`src/hw/activeList_defs.svh`:
```
`ifndef ACTIVELIST_DEFS_SVH
`define ACTIVELIST_DEFS_SVH

// list geometry
`define AL_SIZE         16
`define AL_ID_BITS      4

// datapath widths
`define PC_BITS         32
`define LOG_REG_BITS    5
`define PHY_REG_BITS    7

// per-cycle bandwidth of the front end, the commit stage and writeback
`define DISPATCH_WIDTH  4
`define COMMIT_WIDTH    4
`define FU_PORTS        2

`define TRAP_PC_STEP    8 // a trap restarts past its delay slot

`endif

```
`src/hw/activeListPkg.sv`:
```
`include "activeList_defs.svh"

package activeListPkg;

  typedef logic [`AL_ID_BITS-1:0]                  alId_t;
  typedef logic [`AL_ID_BITS:0]                    alCount_t; // one extra bit so a full list fits
  typedef logic [`PC_BITS-1:0]                     pc_t;
  typedef logic [$clog2(`DISPATCH_WIDTH+1)-1:0]    dispCount_t;
  typedef logic [`LOG_REG_BITS-1:0]                logReg_t;
  typedef logic [`PHY_REG_BITS-1:0]                phyReg_t;

  // one instruction as the rename stage hands it over
  typedef struct packed {
    logic    isLoad;
    logic    isStore;
    pc_t     pc;
    logReg_t logDest;
    phyReg_t phyDest;
    phyReg_t oldPhyDest; // freed once this instruction retires
    logic    hasDest;
  } alRecord_t;

  typedef struct packed {
    logic  valid;
    alId_t alId;
    logic  mispredict;
    logic  trap;
    pc_t   targetPc;
  } fuDone_t;

  typedef struct packed {
    logic    retire;
    logic    hasDest;
    logic    isStore;
    logic    isLoad;
    logReg_t logDest;
    phyReg_t phyDest;
    phyReg_t oldPhyDest;
  } commitSlot_t;

  // record plus completion state, as seen by the commit stage
  typedef struct packed {
    alRecord_t record;
    logic      done;
    logic      mispredict;
    logic      trap;
    pc_t       targetPc;
  } headEntry_t;

endpackage

```
`src/hw/alPointerCtrl.sv`:
```
`timescale 1ns/1ps
`include "activeList_defs.svh"

module alPointerCtrl (
  input  logic                       clk,
  input  logic                       reset,
  input  logic                       dispatchValid_i,
  input  activeListPkg::dispCount_t  dispatchCount_i,
  input  activeListPkg::dispCount_t  commitNum_i,
  input  logic                       mispredEvent_i,
  input  logic                       trapEvent_i,
  input  activeListPkg::pc_t         headPc_i,
  input  activeListPkg::pc_t         headTarget_i,
  output activeListPkg::alId_t       head_o,
  output activeListPkg::alId_t       tail_o,
  output activeListPkg::alCount_t    count_o,
  output logic                       flush_o,
  output logic                       recoverFlag_o,
  output activeListPkg::pc_t         recoverPc_o,
  output logic                       trapFlag_o,
  output activeListPkg::pc_t         trapPc_o
);

  activeListPkg::alCount_t countNext;

  // either flag empties the whole list at the end of its cycle
  assign flush_o = recoverFlag_o || trapFlag_o;

  always_comb
  begin
    countNext = count_o - activeListPkg::alCount_t'(commitNum_i);
    if (dispatchValid_i)
      countNext = countNext + activeListPkg::alCount_t'(dispatchCount_i);
  end

  always_ff @(posedge clk)
  begin
    if (reset || flush_o)
    begin
      head_o  <= '0;
      tail_o  <= '0;
      count_o <= '0;
    end
    else
    begin
      head_o <= head_o + activeListPkg::alId_t'(commitNum_i);
      if (dispatchValid_i)
        tail_o <= tail_o + activeListPkg::alId_t'(dispatchCount_i);
      count_o <= countNext;
    end
  end

  // each flag is a single-cycle pulse since it triggers its own flush
  always_ff @(posedge clk)
  begin
    if (reset || flush_o)
    begin
      recoverFlag_o <= 1'b0;
      trapFlag_o    <= 1'b0;
    end
    else
    begin
      recoverFlag_o <= mispredEvent_i;
      trapFlag_o    <= trapEvent_i;
    end
  end

  always_ff @(posedge clk)
  begin
    if (mispredEvent_i)
      recoverPc_o <= headTarget_i; // fetch resumes on the resolved path
    if (trapEvent_i)
      trapPc_o <= headPc_i + activeListPkg::pc_t'(`TRAP_PC_STEP);
  end

  // the front end gets no full signal, so a dispatch must never overrun the list
  assert property (@(posedge clk) disable iff (reset)
    (dispatchValid_i && !flush_o) |=> (count_o <= `AL_SIZE));

  assert property (@(posedge clk) disable iff (reset)
    !(recoverFlag_o && trapFlag_o));

endmodule

```
`config.mk`:
```
export PLATFORM = sky130hd
export DESIGN_NAME = alPointerCtrl
export DESIGN_NICKNAME = d
export VERILOG_FILES = /design/src/hw/activeListPkg.sv /design/src/hw/alPointerCtrl.sv
export VERILOG_INCLUDE_DIRS = /design/src /design/src/hw
export SDC_FILE = /design/constraint.sdc
export NUM_CORES = 1
export LEC_CHECK = 0
export ABC_AREA = 1
export CELL_PAD_IN_SITES_DETAIL_PLACEMENT = 1
export CELL_PAD_IN_SITES_GLOBAL_PLACEMENT = 1
export CORE_AREA = 2 2 98 100
export CTS_CLUSTER_DIAMETER = 60
export CTS_CLUSTER_SIZE = 10
export DETAILED_ROUTE_END_ITERATION = 10
export DIE_AREA = 0 0 100 102
export DONT_BUFFER_PORTS = 1
export PLACE_DENSITY_LB_ADDON = 0.15
export SKIP_CTS_REPAIR_TIMING = 1
export SYNTH_ARGS = -nofsm -noshare
export SYNTH_HDL_FRONTEND = slang
export SYNTH_SLANG_ARGS = --single-unit
```
`constraint.sdc`:
```
create_clock -name clk -period 2.16 [get_ports clk]
set_input_delay 0.108 -clock clk [delete_from_list [all_inputs] [get_ports clk]]
set_output_delay 0.108 -clock clk [all_outputs]
set_load 0.02 [all_outputs]
```
# Word level (Yosys, flattened, before mapping)
# Cells that the tools add are included.
dict set report word_totals {
  output_inout_bits 80
  wordCells 15
  ff_bits 79
  inputBits 75
}
dict set report classes {
  reduce_logical 2
  n_mux 1
  addsub 5
}
# operator n
set op_table {}
lappend op_table {{$add 32x4->32 const B} 1}
lappend op_table {{$add 4x3->4} 2}
lappend op_table {{$add 5x3->5} 1}
lappend op_table {{$mux 5} 1}
lappend op_table {{$sub 5x3->5} 1}
lappend op_table {{$logic_or 1x1->1} 2}

# Logic depth before layout (Yosys ltp)
dict set report depth {
  depth_word 3
  ltp_mapped 12
  mapped_depth_nobuf 12
}

# Least setup slack after synthesis
# No wires, ideal clock.
dict set report synth_timing {
  kind {register to register}
  start {register count_o[0]}
  end {register count_o[4]}
  t_required_ns 2.047
  path_slack_ns 0.101
  period_less_slack_ns 2.059
  t_arrival_ns 1.946
  stages_incl_launch_ff 12
  cell_sequence {dfxtp_1 -> inv_1 -> ha_1 -> inv_1 -> fa_1 -> fa_1 -> nand2_1 -> a21oi_1 -> nand3_1 -> nand2_1 -> nand2_1 -> nor2_1}
}
dict set report synth_between {
  elab_chain_len 3
}
# element line
set synth_rtl {}
lappend synth_rtl {{start: declaration} alPointerCtrl.sv:16} ;# output activeListPkg::alCount_t count_o,
lappend synth_rtl {{start signal: assignment} alPointerCtrl.sv:49} ;# count_o <= countNext;
lappend synth_rtl {{$sub 5x3->5 (*)} alPointerCtrl.sv:31} ;# countNext = count_o - activeListPkg::alCount_t'(commitNum_i);
lappend synth_rtl {{$add 5x3->5} alPointerCtrl.sv:33} ;# countNext = countNext + activeListPkg::alCount_t'(dispatchCount_i);
lappend synth_rtl {{$mux 5 (*)} alPointerCtrl.sv:32} ;# if (dispatchValid_i)
# Every way passes the cells marked *; elsewhere a longest branch is shown, timed or not.
# A chain may end at the register's enable or synchronous reset.

# Final worst setup path
dict set report layout_timing {
  start {register tail_o[0]}
  end {register tail_o[2]}
}
dict set report layout_between {
  elab_chain_len 1
}
# element line
set layout_rtl {}
lappend layout_rtl {{start: declaration} alPointerCtrl.sv:15} ;# output activeListPkg::alId_t tail_o,
lappend layout_rtl {{start signal: assignment} alPointerCtrl.sv:48} ;# tail_o <= tail_o + activeListPkg::alId_t'(dispatchCount_i);
lappend layout_rtl {{$add 4x3->4} alPointerCtrl.sv:48}
# Every way passes these cells.

==> reports/results.txt <==
Post-Syn Instances: 338
Violated checks: negative hold slack
R2R setup slack: 0.09 ns
Layout-stage area growth over the synthesis result: 30.0%
Post-DRT Antenna Nets: 0
Number of setup violations in the final report: 0
Drt pass-1 iters: 4
CP Data Required Time: 2.40 ns
Top-count cell post-synth: nand2_1
CTS Buffer Depth: 2
Run status: finished, violations left
Post-DP HPWL: 6700 um
Yosys reg bits: 79
CTS tree: yes
Crit path arrival time: 2.31 ns
Share of cells above drive strength 1: 0.119
Avg Inst Size Synth: 10.9 sq um
Max capacitance violation total: 0
DRC: 0
Syn. warnings: 0
Congestion Overflow GR: 0
Clock Skews: 0.0163 ns
R2r startpoint: tail_o[0]$_SDFFE_PP0P_
Reg2reg end: tail_o[2]$_SDFFE_PP0P_
DRT iter0 DRCs: 77
Cell area power density: 806 nW/um^2
Max Freq: 0.483 GHz
Synth area leaders: edfxtp_1, dfxtp_1, nand2_1
Core Footprint: 9110 sq um
Vias in the first global route: 2,495
Num CTS Buffers: 9
Num rows: 35
Die Span X: 100 um
Initial antenna violation count: 0
Die area: 10,200 sq um
Clk_lat worst skew: 0.34 ns
Worst Hold Depth: 3
ANT cells: 0
Critical path endpoint category: flip-flop
Worst-margin pin slew: 0.394 ns
RePlAce Congestion: 0.774
Overall die height: 102 um
Clk sink count: 79
Top cell type by total area after synthesis: edfxtp_1
Slew Viols, Final: 0
Worst Hold Launch: dispatchValid_i
Sequential fraction of the synthesis area: 0.605
Leakage power of the design: 1.95 nW
Asr flop ratio synth: 0
Crit share post-route: 0.958
Critical Path, Cell by Cell: ha_1, inv_1, fa_1, xor2_1, a21oi_1, dlygate4sd3_1
Worst hold endpoint: count_o[3]$_SDFF_PP0_
Post-synth top area share: 0.523
Ports: 155
Synth Net Count: 431
Largest net degree at the start of global routing: 34
All-layer global routing usage: 0.167
Post-DR wirelength/cell: 18.7 um
Worst-path clk slew: 0.09 ns
Clock root cell: clkbuf_8
IO Port Bufs: 0
Reg2Reg Depth: 6
Max IR drop VDD: 0.345 mV
Hold crit path type: in -> reg
Startpoint types: flip-flop
Nets: 509
Distinct cells, synth: 28
CP max stage cell: dlygate4sd3_1
Slew headroom: 0.736
Crit path max fanout: 3
Largest stage delay, worst path: 0.58 ns
Post-synth EDFFs: 64
H-tree level count: 3
Power Total: 3.85 mW
Final hold violations: 1
Place WS: 0.0757 ns
Min Hold Slack: -0.00401 ns
Clock period minus worst slack: 2.07 ns
Total routed wirelength: 9930 um
First-pass GRT wire length: 12,900 um
Starting Density: 0.403
Commonest cells in the netlist: nand2_1, edfxtp_1, inv_1
Post-Syn Area: 3670 sq um
Crit path kind: reg -> reg
Final worst slack: 0.0911 ns
Vias: 2,635
FILL cells: 998
Synth Flop Type: edfxtp_1
Via density: 4.95
[critical path: cells and delay by family, from the launching register on]
family	cells	cell delay [ns]
buffers and inverters	2	0.64
adders and majority gates	2	0.60
DFF	1	0.50
xor gates and xnor gates	1	0.16
AOI/OAI and AO/OA	1	0.08
[per-layer routing]
metal / routed length, um / vias up / global-route usage
li1: - / 1265 / -
met4: 129 / 0 / 0.0632
met2: 5180 / 105 / 0.281
met5: 0 / - / 0
met3: 801 / 8 / 0.0848
met1: 3820 / 1257 / 0.182
[cell usage in the layout (no fill, tap or decap), types with 2 or more instances in the layout]
cell / count
xnor2_1: 4
nand2_2: 6
dlygate4sd3_1: 62
nand3_2: 2
buf_12: 2
clkbuf_8: 9
inv_2: 2
ha_1: 13
fa_2: 2
fa_1: 2
o21ai_0: 4
nor2_2: 2
inv_1: 40
bufinv_16: 2
buf_4: 4
nand3b_1: 3
xor2_1: 18
dfxtp_1: 14
nor2_4: 3
inv_8: 3
a21oi_1: 10
nor3_2: 2
nor3_1: 7
nor2_1: 36
nand2_1: 75
edfxtp_1: 64
nand3_1: 16
[layout make-up]
| class | instances | area, sq um | share of cell area |
|---|---|---|---|
| Sequential cell | 79 | 2220 | 0.466 |
| Multi-Input combinational cell | 216 | 1330 | 0.278 |
| Tap cell | 111 | 139 | 0.0291 |
| Timing Repair Buffer | 68 | 691 | 0.145 |
| Inverter | 42 | 158 | 0.0330 |
| Clock inverter | 7 | 111 | 0.0233 |
| Clock buffer | 9 | 124 | 0.0259 |
[power by group]
part	internal (mW)	total [mW]	switching, mW
clock network	0.682	1.29	0.610
logic	0.245	0.527	0.282
registers	1.80	2.03	0.233
total	2.72	3.85	1.12
[sequential cells by signal (all words and copies together) (netlist names)]
name           count
trapFlag_o         1
recoverPc_o       32
tail_o             4
head_o             4
recoverFlag_o      1
trapPc_o          32
count_o            5
[logic make-up after synthesis]
| group | count (synthesis) | synth area share |
|---|---|---|
| AO/OA/AOI/OAI | 16 | 0.0225 |
| adder cells (fa/ha/maj) | 18 | 0.0695 |
| AND/OR/NAND/NOR | 158 | 0.200 |
| flip-flops | 79 | 0.605 |
| XOR/XNOR | 24 | 0.0593 |
| buffers and inverters | 43 | 0.0439 |
[worst max path at each step]
stage,start,depth (start not counted),end,slack (ns)
3_3_place_gp,count_o[0]$_SDFF_PP0_,11,count_o[4]$_SDFF_PP0_,0.17
3_5_place_dp,count_o[0]$_SDFF_PP0_,11,count_o[4]$_SDFF_PP0_,0.08
2_1_floorplan,count_o[0]$_SDFF_PP0_,11,count_o[4]$_SDFF_PP0_,0.10
4_1_cts,count_o[0]$_SDFF_PP0_,11,count_o[4]$_SDFF_PP0_,0.05
6_report,tail_o[0]$_SDFFE_PP0P_,6,tail_o[2]$_SDFFE_PP0P_,0.09
5_1_grt,count_o[0]$_SDFF_PP0_,12,count_o[4]$_SDFF_PP0_,-0.0001
[per-stage QoR]
step	hold WS, ns	std cells	util	setup TNS, ns	instance area (sq um)
global route	0.00342	532	0.524	-0.000149	4770
detailed placement	0.207	451	0.421	0	3830
floorplan	0.207	338	-	0	3670
finish	-0.00401	532	0.524	0	4770
global placement	0.203	451	0.421	0	3830
CTS	-0.180	467	0.446	0	4070
Note: power is estimated with default switching activity, not from simulation.
