===== src/hw/activeList_defs.svh =====
`ifndef ACTIVELIST_DEFS_SVH
`define ACTIVELIST_DEFS_SVH

// list geometry
`define AL_SIZE         16
`define AL_ID_BITS      4

// datapath widths
`define PC_BITS         32
`define LOG_REG_BITS    5
`define PHY_REG_BITS    7

// per-cycle bandwidth of the front end, the commit stage and writeback
`define DISPATCH_WIDTH  4
`define COMMIT_WIDTH    4
`define FU_PORTS        2

`define TRAP_PC_STEP    8 // a trap restarts past its delay slot

`endif


===== src/hw/activeListPkg.sv =====
`include "activeList_defs.svh"

package activeListPkg;

  typedef logic [`AL_ID_BITS-1:0]                  alId_t;
  typedef logic [`AL_ID_BITS:0]                    alCount_t; // one extra bit so a full list fits
  typedef logic [`PC_BITS-1:0]                     pc_t;
  typedef logic [$clog2(`DISPATCH_WIDTH+1)-1:0]    dispCount_t;
  typedef logic [`LOG_REG_BITS-1:0]                logReg_t;
  typedef logic [`PHY_REG_BITS-1:0]                phyReg_t;

  // one instruction as the rename stage hands it over
  typedef struct packed {
    logic    isLoad;
    logic    isStore;
    pc_t     pc;
    logReg_t logDest;
    phyReg_t phyDest;
    phyReg_t oldPhyDest; // freed once this instruction retires
    logic    hasDest;
  } alRecord_t;

  typedef struct packed {
    logic  valid;
    alId_t alId;
    logic  mispredict;
    logic  trap;
    pc_t   targetPc;
  } fuDone_t;

  typedef struct packed {
    logic    retire;
    logic    hasDest;
    logic    isStore;
    logic    isLoad;
    logReg_t logDest;
    phyReg_t phyDest;
    phyReg_t oldPhyDest;
  } commitSlot_t;

  // record plus completion state, as seen by the commit stage
  typedef struct packed {
    alRecord_t record;
    logic      done;
    logic      mispredict;
    logic      trap;
    pc_t       targetPc;
  } headEntry_t;

endpackage


===== src/hw/alCommitSelect.sv =====
`timescale 1ns/1ps
`include "activeList_defs.svh"

module alCommitSelect (
  input  activeListPkg::headEntry_t   headEntry_i [`COMMIT_WIDTH],
  input  activeListPkg::alCount_t     count_i,
  input  logic                        flush_i,
  output activeListPkg::commitSlot_t  commitSlot_o [`COMMIT_WIDTH],
  output activeListPkg::dispCount_t   commitNum_o,
  output logic                        mispredEvent_o,
  output logic                        trapEvent_o,
  output activeListPkg::pc_t          headPc_o,
  output activeListPkg::pc_t          headTarget_o
);

  logic [`COMMIT_WIDTH-1:0] canRetire;
  logic [`COMMIT_WIDTH-1:0] retireRun;
  logic                     headValid;

  assign headValid = (count_i != '0) && !flush_i;

  // per-slot eligibility, independent of the slots before it
  always_comb
  begin
    for (int i = 0; i < `COMMIT_WIDTH; i++)
    begin
      canRetire[i] = (count_i > activeListPkg::alCount_t'(i)) &&
                     headEntry_i[i].done && !headEntry_i[i].trap;
      // a mispredicted branch must be the last one of its group, and only at the head
      if ((i > 0) && (headEntry_i[i].mispredict || headEntry_i[0].mispredict))
        canRetire[i] = 1'b0;
    end
  end

  // only the leading run retires, so the group stays in program order
  always_comb
  begin
    logic runOk;
    runOk       = !flush_i;
    commitNum_o = '0;
    for (int i = 0; i < `COMMIT_WIDTH; i++)
    begin
      runOk        = runOk && canRetire[i];
      retireRun[i] = runOk;
      if (runOk)
        commitNum_o = commitNum_o + activeListPkg::dispCount_t'(1);
    end
  end

  always_comb
  begin
    for (int i = 0; i < `COMMIT_WIDTH; i++)
    begin
      commitSlot_o[i] = '0; // slots outside the run stay all zero
      if (retireRun[i])
      begin
        commitSlot_o[i].retire     = 1'b1;
        commitSlot_o[i].hasDest    = headEntry_i[i].record.hasDest;
        commitSlot_o[i].isStore    = headEntry_i[i].record.isStore;
        commitSlot_o[i].isLoad     = headEntry_i[i].record.isLoad;
        commitSlot_o[i].logDest    = headEntry_i[i].record.logDest;
        commitSlot_o[i].phyDest    = headEntry_i[i].record.phyDest;
        commitSlot_o[i].oldPhyDest = headEntry_i[i].record.oldPhyDest;
      end
    end
  end

  // the branch itself commits and recovery follows in the next cycle
  assign mispredEvent_o = retireRun[0] && headEntry_i[0].mispredict;

  // a trap never commits, it only raises the event once it is done at the head
  assign trapEvent_o = headValid && headEntry_i[0].done && headEntry_i[0].trap;

  assign headPc_o     = headEntry_i[0].record.pc;
  assign headTarget_o = headEntry_i[0].targetPc;

endmodule


===== config.mk =====
export PLATFORM = sky130hd
export DESIGN_NAME = alCommitSelect
export DESIGN_NICKNAME = d
export VERILOG_FILES = /design/src/hw/activeListPkg.sv /design/src/hw/alCommitSelect.sv
export VERILOG_INCLUDE_DIRS = /design/src /design/src/hw
export SDC_FILE = /design/constraint.sdc
export NUM_CORES = 1
export LEC_CHECK = 0
export BUFFER_PORTS_ARGS = -buffer_cell sky130_fd_sc_hd__buf_4
export CORE_AREA = 2 2 204 206
export DETAILED_ROUTE_END_ITERATION = 8
export DIE_AREA = 0 0 206 208
export GPL_ROUTABILITY_DRIVEN = 1
export PLACE_DENSITY_LB_ADDON = 0.05
export SLEW_MARGIN = 30
export SYNTH_ARGS = -nofsm -noshare
export SYNTH_HDL_FRONTEND = slang
export SYNTH_SLANG_ARGS = --single-unit

===== constraint.sdc =====
create_clock -name vclk -period 2.2
set_input_delay 0.33 -clock vclk [all_inputs]
set_output_delay 0.33 -clock vclk [all_outputs]
set_load 0.1 [all_outputs]

Yosys cells after proc, flatten, opt, wreduce, memory -nomap -nowiden:

Index checks and enable logic that the tools add are counted.

* add/subtract/negate cells: 3
* $lt $le $gt $ge: 4
* multiplexer cells: 11
* reduce and logical (&&, ||, !) cells: 25

Operators with widths (count)
* $mux 23: 4
* $logic_and 1x1->1: 16
* $gt 5x1->1 const B: 2
* $gt 5x2->1 const B: 2
* $add 3x1->3 const B: 2
* $mux 3: 2
* $logic_not 1->1: 5
* $reduce_bool 5->1: 1
* $mux 1: 4
* $logic_or 1x1->1: 3
* $add 1x1->2 const B: 1
* $mux 2: 1

* register bits after elaboration: 0
* bits of input ports: 362
* output and inout port bits: 161
* word-level logic and storage cells: 43

Longest topological paths before layout:

Gate-level depths: netlist of the first run.

* depth after elaboration: 11
* depth in mapped cells: 7
* depth with buffers taken out: 6

Worst setup path after synthesis of the first run:

Ideal clock, no wire load.

* kind: in2out
* from: input port headEntry_i[299] (netlist name)
* to: output port commitNum_o[2]
* arrival: 3.930 ns
* path slack: -2.060 ns
* stages on the path: 7
* cell sequence: or3b_1 -> a21oi_2 -> buf_2 -> and2_1 -> ha_1 -> inv_1 -> nor3_1

* longest elaborated chain between the ends: 10
* elaborated cells on any way between the ends: 13
* classes of those cells: add/sub: 3; mux: 4; reduce/logical: 6

RTL lines
* from (decl): line alCommitSelect.sv:5 `` input activeListPkg::headEntry_t headEntry_i [`COMMIT_WIDTH], ``
* $logic_not 1->1 (*): line alCommitSelect.sv:28 `headEntry_i[i].done && !headEntry_i[i].trap;`
* $logic_and 1x1->1 (*): line alCommitSelect.sv:28
* $logic_and 1x1->1 (*): line alCommitSelect.sv:43 `runOk = runOk && canRetire[i];`
* $mux 1: line alCommitSelect.sv:45 `if (runOk)`
* $add 1x1->2: line alCommitSelect.sv:46 `commitNum_o = commitNum_o + activeListPkg::dispCount_t'(1);`
* $mux 2: line alCommitSelect.sv:45
* $add 3x1->3: line alCommitSelect.sv:46
* $mux 3: line alCommitSelect.sv:45
* $add 3x1->3: line alCommitSelect.sv:46
* $mux 3 (*): line alCommitSelect.sv:45
* to (decl): line alCommitSelect.sv:9 `output activeListPkg::dispCount_t commitNum_o,`

Every way passes the cells marked *; elsewhere a longest branch is shown, timed or not.

Worst setup path after layout of the first run:

* from: input port headEntry_i[211] (netlist name)
* to: output port commitNum_o[1]

* longest elaborated chain between the ends: 8
* elaborated cells on any way between the ends: 10
* classes of those cells: add/sub: 2; mux: 4; reduce/logical: 4

RTL lines
* $logic_or 1x1->1 (*): line alCommitSelect.sv:30 `if ((i > 0) && (headEntry_i[i].mispredict || headEntry_i[0].mispredict))`
* $mux 1 (*): line alCommitSelect.sv:30
* $logic_and 1x1->1 (*): line alCommitSelect.sv:43
* $mux 2: line alCommitSelect.sv:45
* $add 3x1->3: line alCommitSelect.sv:46
* $mux 3: line alCommitSelect.sv:45
* $add 3x1->3: line alCommitSelect.sv:46
* $mux 3 (*): line alCommitSelect.sv:45

Marked as above.

==> results.json, run 1 <==
{
  "outcome": "complete, but fails checks",
  "violations": "setup timing",
  "syn_nets": 574,
  "yosysSeqAreaShare": 0,
  "required_ns": 1.87,
  "startpoint_type": "input port",
  "synth_top_cell_area_share": 0.356,
  "wl_per_cell_microns": 12.8,
  "max-vdd-ir-drop_mv": 0.0448,
  "slew_violations": 0,
  "synthToLayoutAreaGrowth_pct": 269,
  "ios": 523,
  "final-hold-violation-count": 0,
  "period_share": 1.09,
  "synthMostInstantiatedCell": "and2_1",
  "tns_ns": -3.13,
  "final_area_sq_um": 5060,
  "p_per_area_nw_per_um2": 82.5,
  "nClkBuffers": 0,
  "wl_mm": 11.8,
  "yosysTopAreaCell": "buf_4",
  "layout_setup_ws_ns": -0.188,
  "nNetsFinal": 754,
  "design.core.area_sq_um": 40600,
  "whs_ns": 0.660,
  "yosys_warnings": 0,
  "synth.cell_area_sq_um": 1370,
  "cp.arrival_ns": 2.06,
  "die_h_microns": 208,
  "yosys.cell_types.count": 27,
  "start_util": 0.0338,
  "hpwl_mm": 9.72,
  "ff_latch_area_sq_um": 0,
  "drive_gt1_frac": 0.910,
  "numPortBuffers": 203,
  "synth.area.top_cells": "buf_4, and2_1, nor3_1, inv_1, buf_2",
  "clockPowerShare": 0,
  "n_antenna_cell": 0,
  "place.gp.congestion": 0.656,
  "syn_inst": 211,
  "max_freq_mhz": 419,
  "drv_cap": 0,
  "setup_viol": 56,
  "p_leak_nw": 2.22,
  "total_power_w": 0.000417,
  "tightest_slew_ns": 0.308,
  "grt_pass1_wl_mm": 16.2,
  "seq_cell_count": 0,
  "row_count": 74,
  "rsz0062_at_grt": "yes",
  "drtPass1Iterations": 2,
  "min_period_ns": 2.39,
  "slew_headroom": 0.794,
  "grt_pass1_vias": 2212,
  "p_sw_w": 0.000214,
  "syn_avg_cell_area_sq_um": 6.50,
  "cp_max_fo": 3,
  "synth_commonest_cells": "and2_1, buf_4, inv_1, nor3_1, buf_2",
  "dpl_cell_area_sq_um": 3710,
  "grt_max_degree": 26,
  "die-area_sq_um": 42800,
  "worstSetupPathType": "input port to output port",
  "critPathCaptureType": "output port",
  "grt_overflow_total": 0,
  "hp-class": "input port to output port",
  "track_usage": 0.0505,
  "whs_path_depth": 0,
  "pwr-share-seq": 0,
  "vias": 2051,
  "drt_iter0_markers": 18,
  "switching_share": 0.513,
  "die_x_microns": 206,
  "antenna_found_initial": 1,
  "drc_errors": 0,
  "comb_power_share": 1.000,
  "internal-power_w": 0.000203,
  "viasPerCell": 2.23,
  "postRouteAntennaNets": 0
}
## timing repair
action	CTS	global route
pin swaps	52	9
cloned	7	1
setup buffers	19	4
resized for setup	272	12
setup endpoints to repair	51	92
hold buffers	0	0
## cell type report
type	instances	area, sq um
inverter	24	90.1
fill	4642	35500
multi-input combinational	113	1260
timing repair buffer	252	3040
tap	532	666
## power groups by stage
stage               registers [W]  clock network [W]  logic, W
finish                          0                  0  0.000417
floorplan                       0                  0  0.000731
CTS                             0                  0  0.000420
detailed placement              0                  0  0.000392
global route                    0                  0  0.000442
global placement                0                  0  0.000391
## critical path, cell delays in order
cell and delay (ns):
buf_6 0.09, or4b_4 0.56, a211o_1 0.26, and2_4 0.15, ha_4 0.20, o31a_4 0.29
buf_12 0.16
## layout by cell type (no fill, tap or decap), drive strengths merged, types with 2 or more instances in the layout
cell	synthesis	final
a21oi	2	2
inv	24	24
and2	68	68
nor3	25	25
nor4b	3	3
buf	70	251
## metal layers
metal  share of wire  global-route usage  vias up
li1                -                   -      952
met5          0.0080              0.0127        -
met3            0.20              0.0390       10
met1            0.29              0.0469      917
met2            0.50              0.0899      168
met4          0.0032             0.00222        4
## through the flow
stage | worst slack (ns) | utilization | instances
floorplan | -0.384 | - | 211
global placement | -0.320 | 0.0916 | 896
detailed placement | -0.314 | 0.0916 | 896
CTS | -0.199 | 0.125 | 921
global route | -0.220 | 0.125 | 921
finish | -0.188 | 0.125 | 921
## cell families after synthesis
logic type	Yosys count	share of synthesized area
compound gates	7	0.0474
fa+ha+maj	1	0.00912
buf+inv	98	0.452
simple gates	105	0.492
## final timing paths
path / startpoint / endpoint / slack (ns)
setup / recovery: headEntry_i[211] / commitNum_o[1] / -0.19
hold / removal: headEntry_i[349] / headPc_o[27] / 0.66
Power figures use the tool's default switching activity.
==> run 2: changes to the inputs <==
==> constraint.sdc (replaced) <==
create_clock -name vclk -period 2.2
set_input_delay 0.11 -clock vclk [all_inputs]
set_output_delay 0.11 -clock vclk [all_outputs]
set_load 0.1 [all_outputs]
==> results.json, run 2 (same netlist as run 1, synthesis figures left out) <==
{
  "multi_input_area_sq_um": 995,
  "nClkBuffers": 0,
  "seq_cell_count": 0,
  "max_freq_mhz": 473,
  "ios": 523,
  "period_share": 0.960,
  "setup_viol": 0,
  "rsz0062_at_grt": "no",
  "post-place-cells": 886,
  "path_depth": 7,
  "tns_ns": 0,
  "slew_headroom": 0.721,
  "wl_mm": 10.6,
  "drc_errors": 0,
  "fin_cells": 886,
  "drive_gt1_frac": 0.695,
  "wl_per_cell_microns": 12.0,
  "whs_path_depth": 0,
  "p_per_area_nw_per_um2": 103,
  "cp.arrival_ns": 2.00,
  "min_period_ns": 2.11,
  "antenna_found_initial": 0,
  "ff_latch_area_sq_um": 0,
  "synthToLayoutAreaGrowth_pct": 150,
  "cp_slowest_stage_delay_ns": 0.54,
  "grt_pass1_vias": 1728,
  "cp_max_fo": 2,
  "cp_top_family": "simple AND/OR/NAND/NOR gates",
  "p_leak_nw": 1.67,
  "cp-startpoint": "headEntry_i[210]",
  "die_h_microns": 208,
  "die_x_microns": 206,
  "vias": 1832,
  "worstSetupPathType": "input port to output port",
  "track_usage": 0.0433,
  "max-vdd-ir-drop_mv": 0.0312,
  "drt_iter0_markers": 11,
  "die-area_sq_um": 42800,
  "cpMaxStageDelayCell": "or4b_4",
  "outcome": "finished, final reports clean",
  "crit_buf_inv": 2,
  "grt_overflow_total": 0,
  "grt_max_degree": 26,
  "startpoint_type": "input port",
  "numPortBuffers": 203,
  "slew_violations": 0,
  "drtPass1Iterations": 3,
  "nNetsFinal": 719,
  "postRouteAntennaNets": 0,
  "drv_cap": 0,
  "postCtsSetupBuffers": 0,
  "required_ns": 2.09,
  "start_util": 0.0338,
  "hpwl_mm": 9.76,
  "tightest_slew_ns": 0.413,
  "layout_common_cells": "buf_4, and2_1, inv_1",
  "design.core.area_sq_um": 40600,
  "nFillCells": 4756,
  "viasPerCell": 2.07,
  "cp_cell_sequence": "buf_4 > or4b_4 > a211o_1 > and2_1 > ha_1 > o31a_2 > buf_6",
  "final-hold-violation-count": 0,
  "grt_pass1_wl_mm": 13.4,
  "final_common_cell": "buf_4",
  "hp-class": "input port to output port",
  "n_antenna_cell": 0,
  "row_count": 74,
  "place.gp.congestion": 0.624,
  "holdCritStartpoint": "headEntry_i[341]",
  "critPathCaptureType": "output port"
}
-- run 2: cell count changes in the layout (fill, tap and decap cells not counted), sizes merged --
| cell | delta |
|---|---|
| buf | -34 |
| clkbuf | -1 |
-- run 2: timing repair --
item | in CTS | in global routing
resized for setup | 0 | 1
endpoints found under the setup margin | 0 | 1
hold buffers | 0 | 0
-- run 2: path summary, 6_finish.rpt --
path	end
hold / removal	headPc_o[19]
setup / recovery	commitNum_o[1]
-- run 2: routing by layer --
layer  routed length, microns  track usage
met1                     2550       0.0305
met2                     5470       0.0829
met3                     2330       0.0388
met4                       85      0.00296
met5                      178       0.0288
-- run 2: layout make-up --
cell class,instances,area share
inverters,24,0.0262
multi-input cells,113,0.290
well taps,532,0.194
repair buffers,217,0.490
-- run 2: where the power goes --
part | total (W) | switching [W] | internal (W)
clock | 0 | 0 | 0
sequential | 0 | 0 | 0
combinational | 0.000354 | 0.000191 | 0.000163
total | 0.000354 | 0.000191 | 0.000163
-- run 2: stage by stage --
step / worst slack [ns] / util / power [W] / instance area (sq um) / hold slack, ns
after floorplan: -0.745 / - / 0.000713 / 1600 / 0.426
after global placement: 0.00451 / 0.0846 / 0.000361 / 3430 / 0.221
after detailed placement: 0.0193 / 0.0846 / 0.000360 / 3430 / 0.221
after CTS: 0.0100 / 0.0846 / 0.000361 / 3430 / 0.221
after global routing: 0.0132 / 0.0847 / 0.000376 / 3430 / 0.220
final: 0.0878 / 0.0847 / 0.000354 / 3430 / 0.220
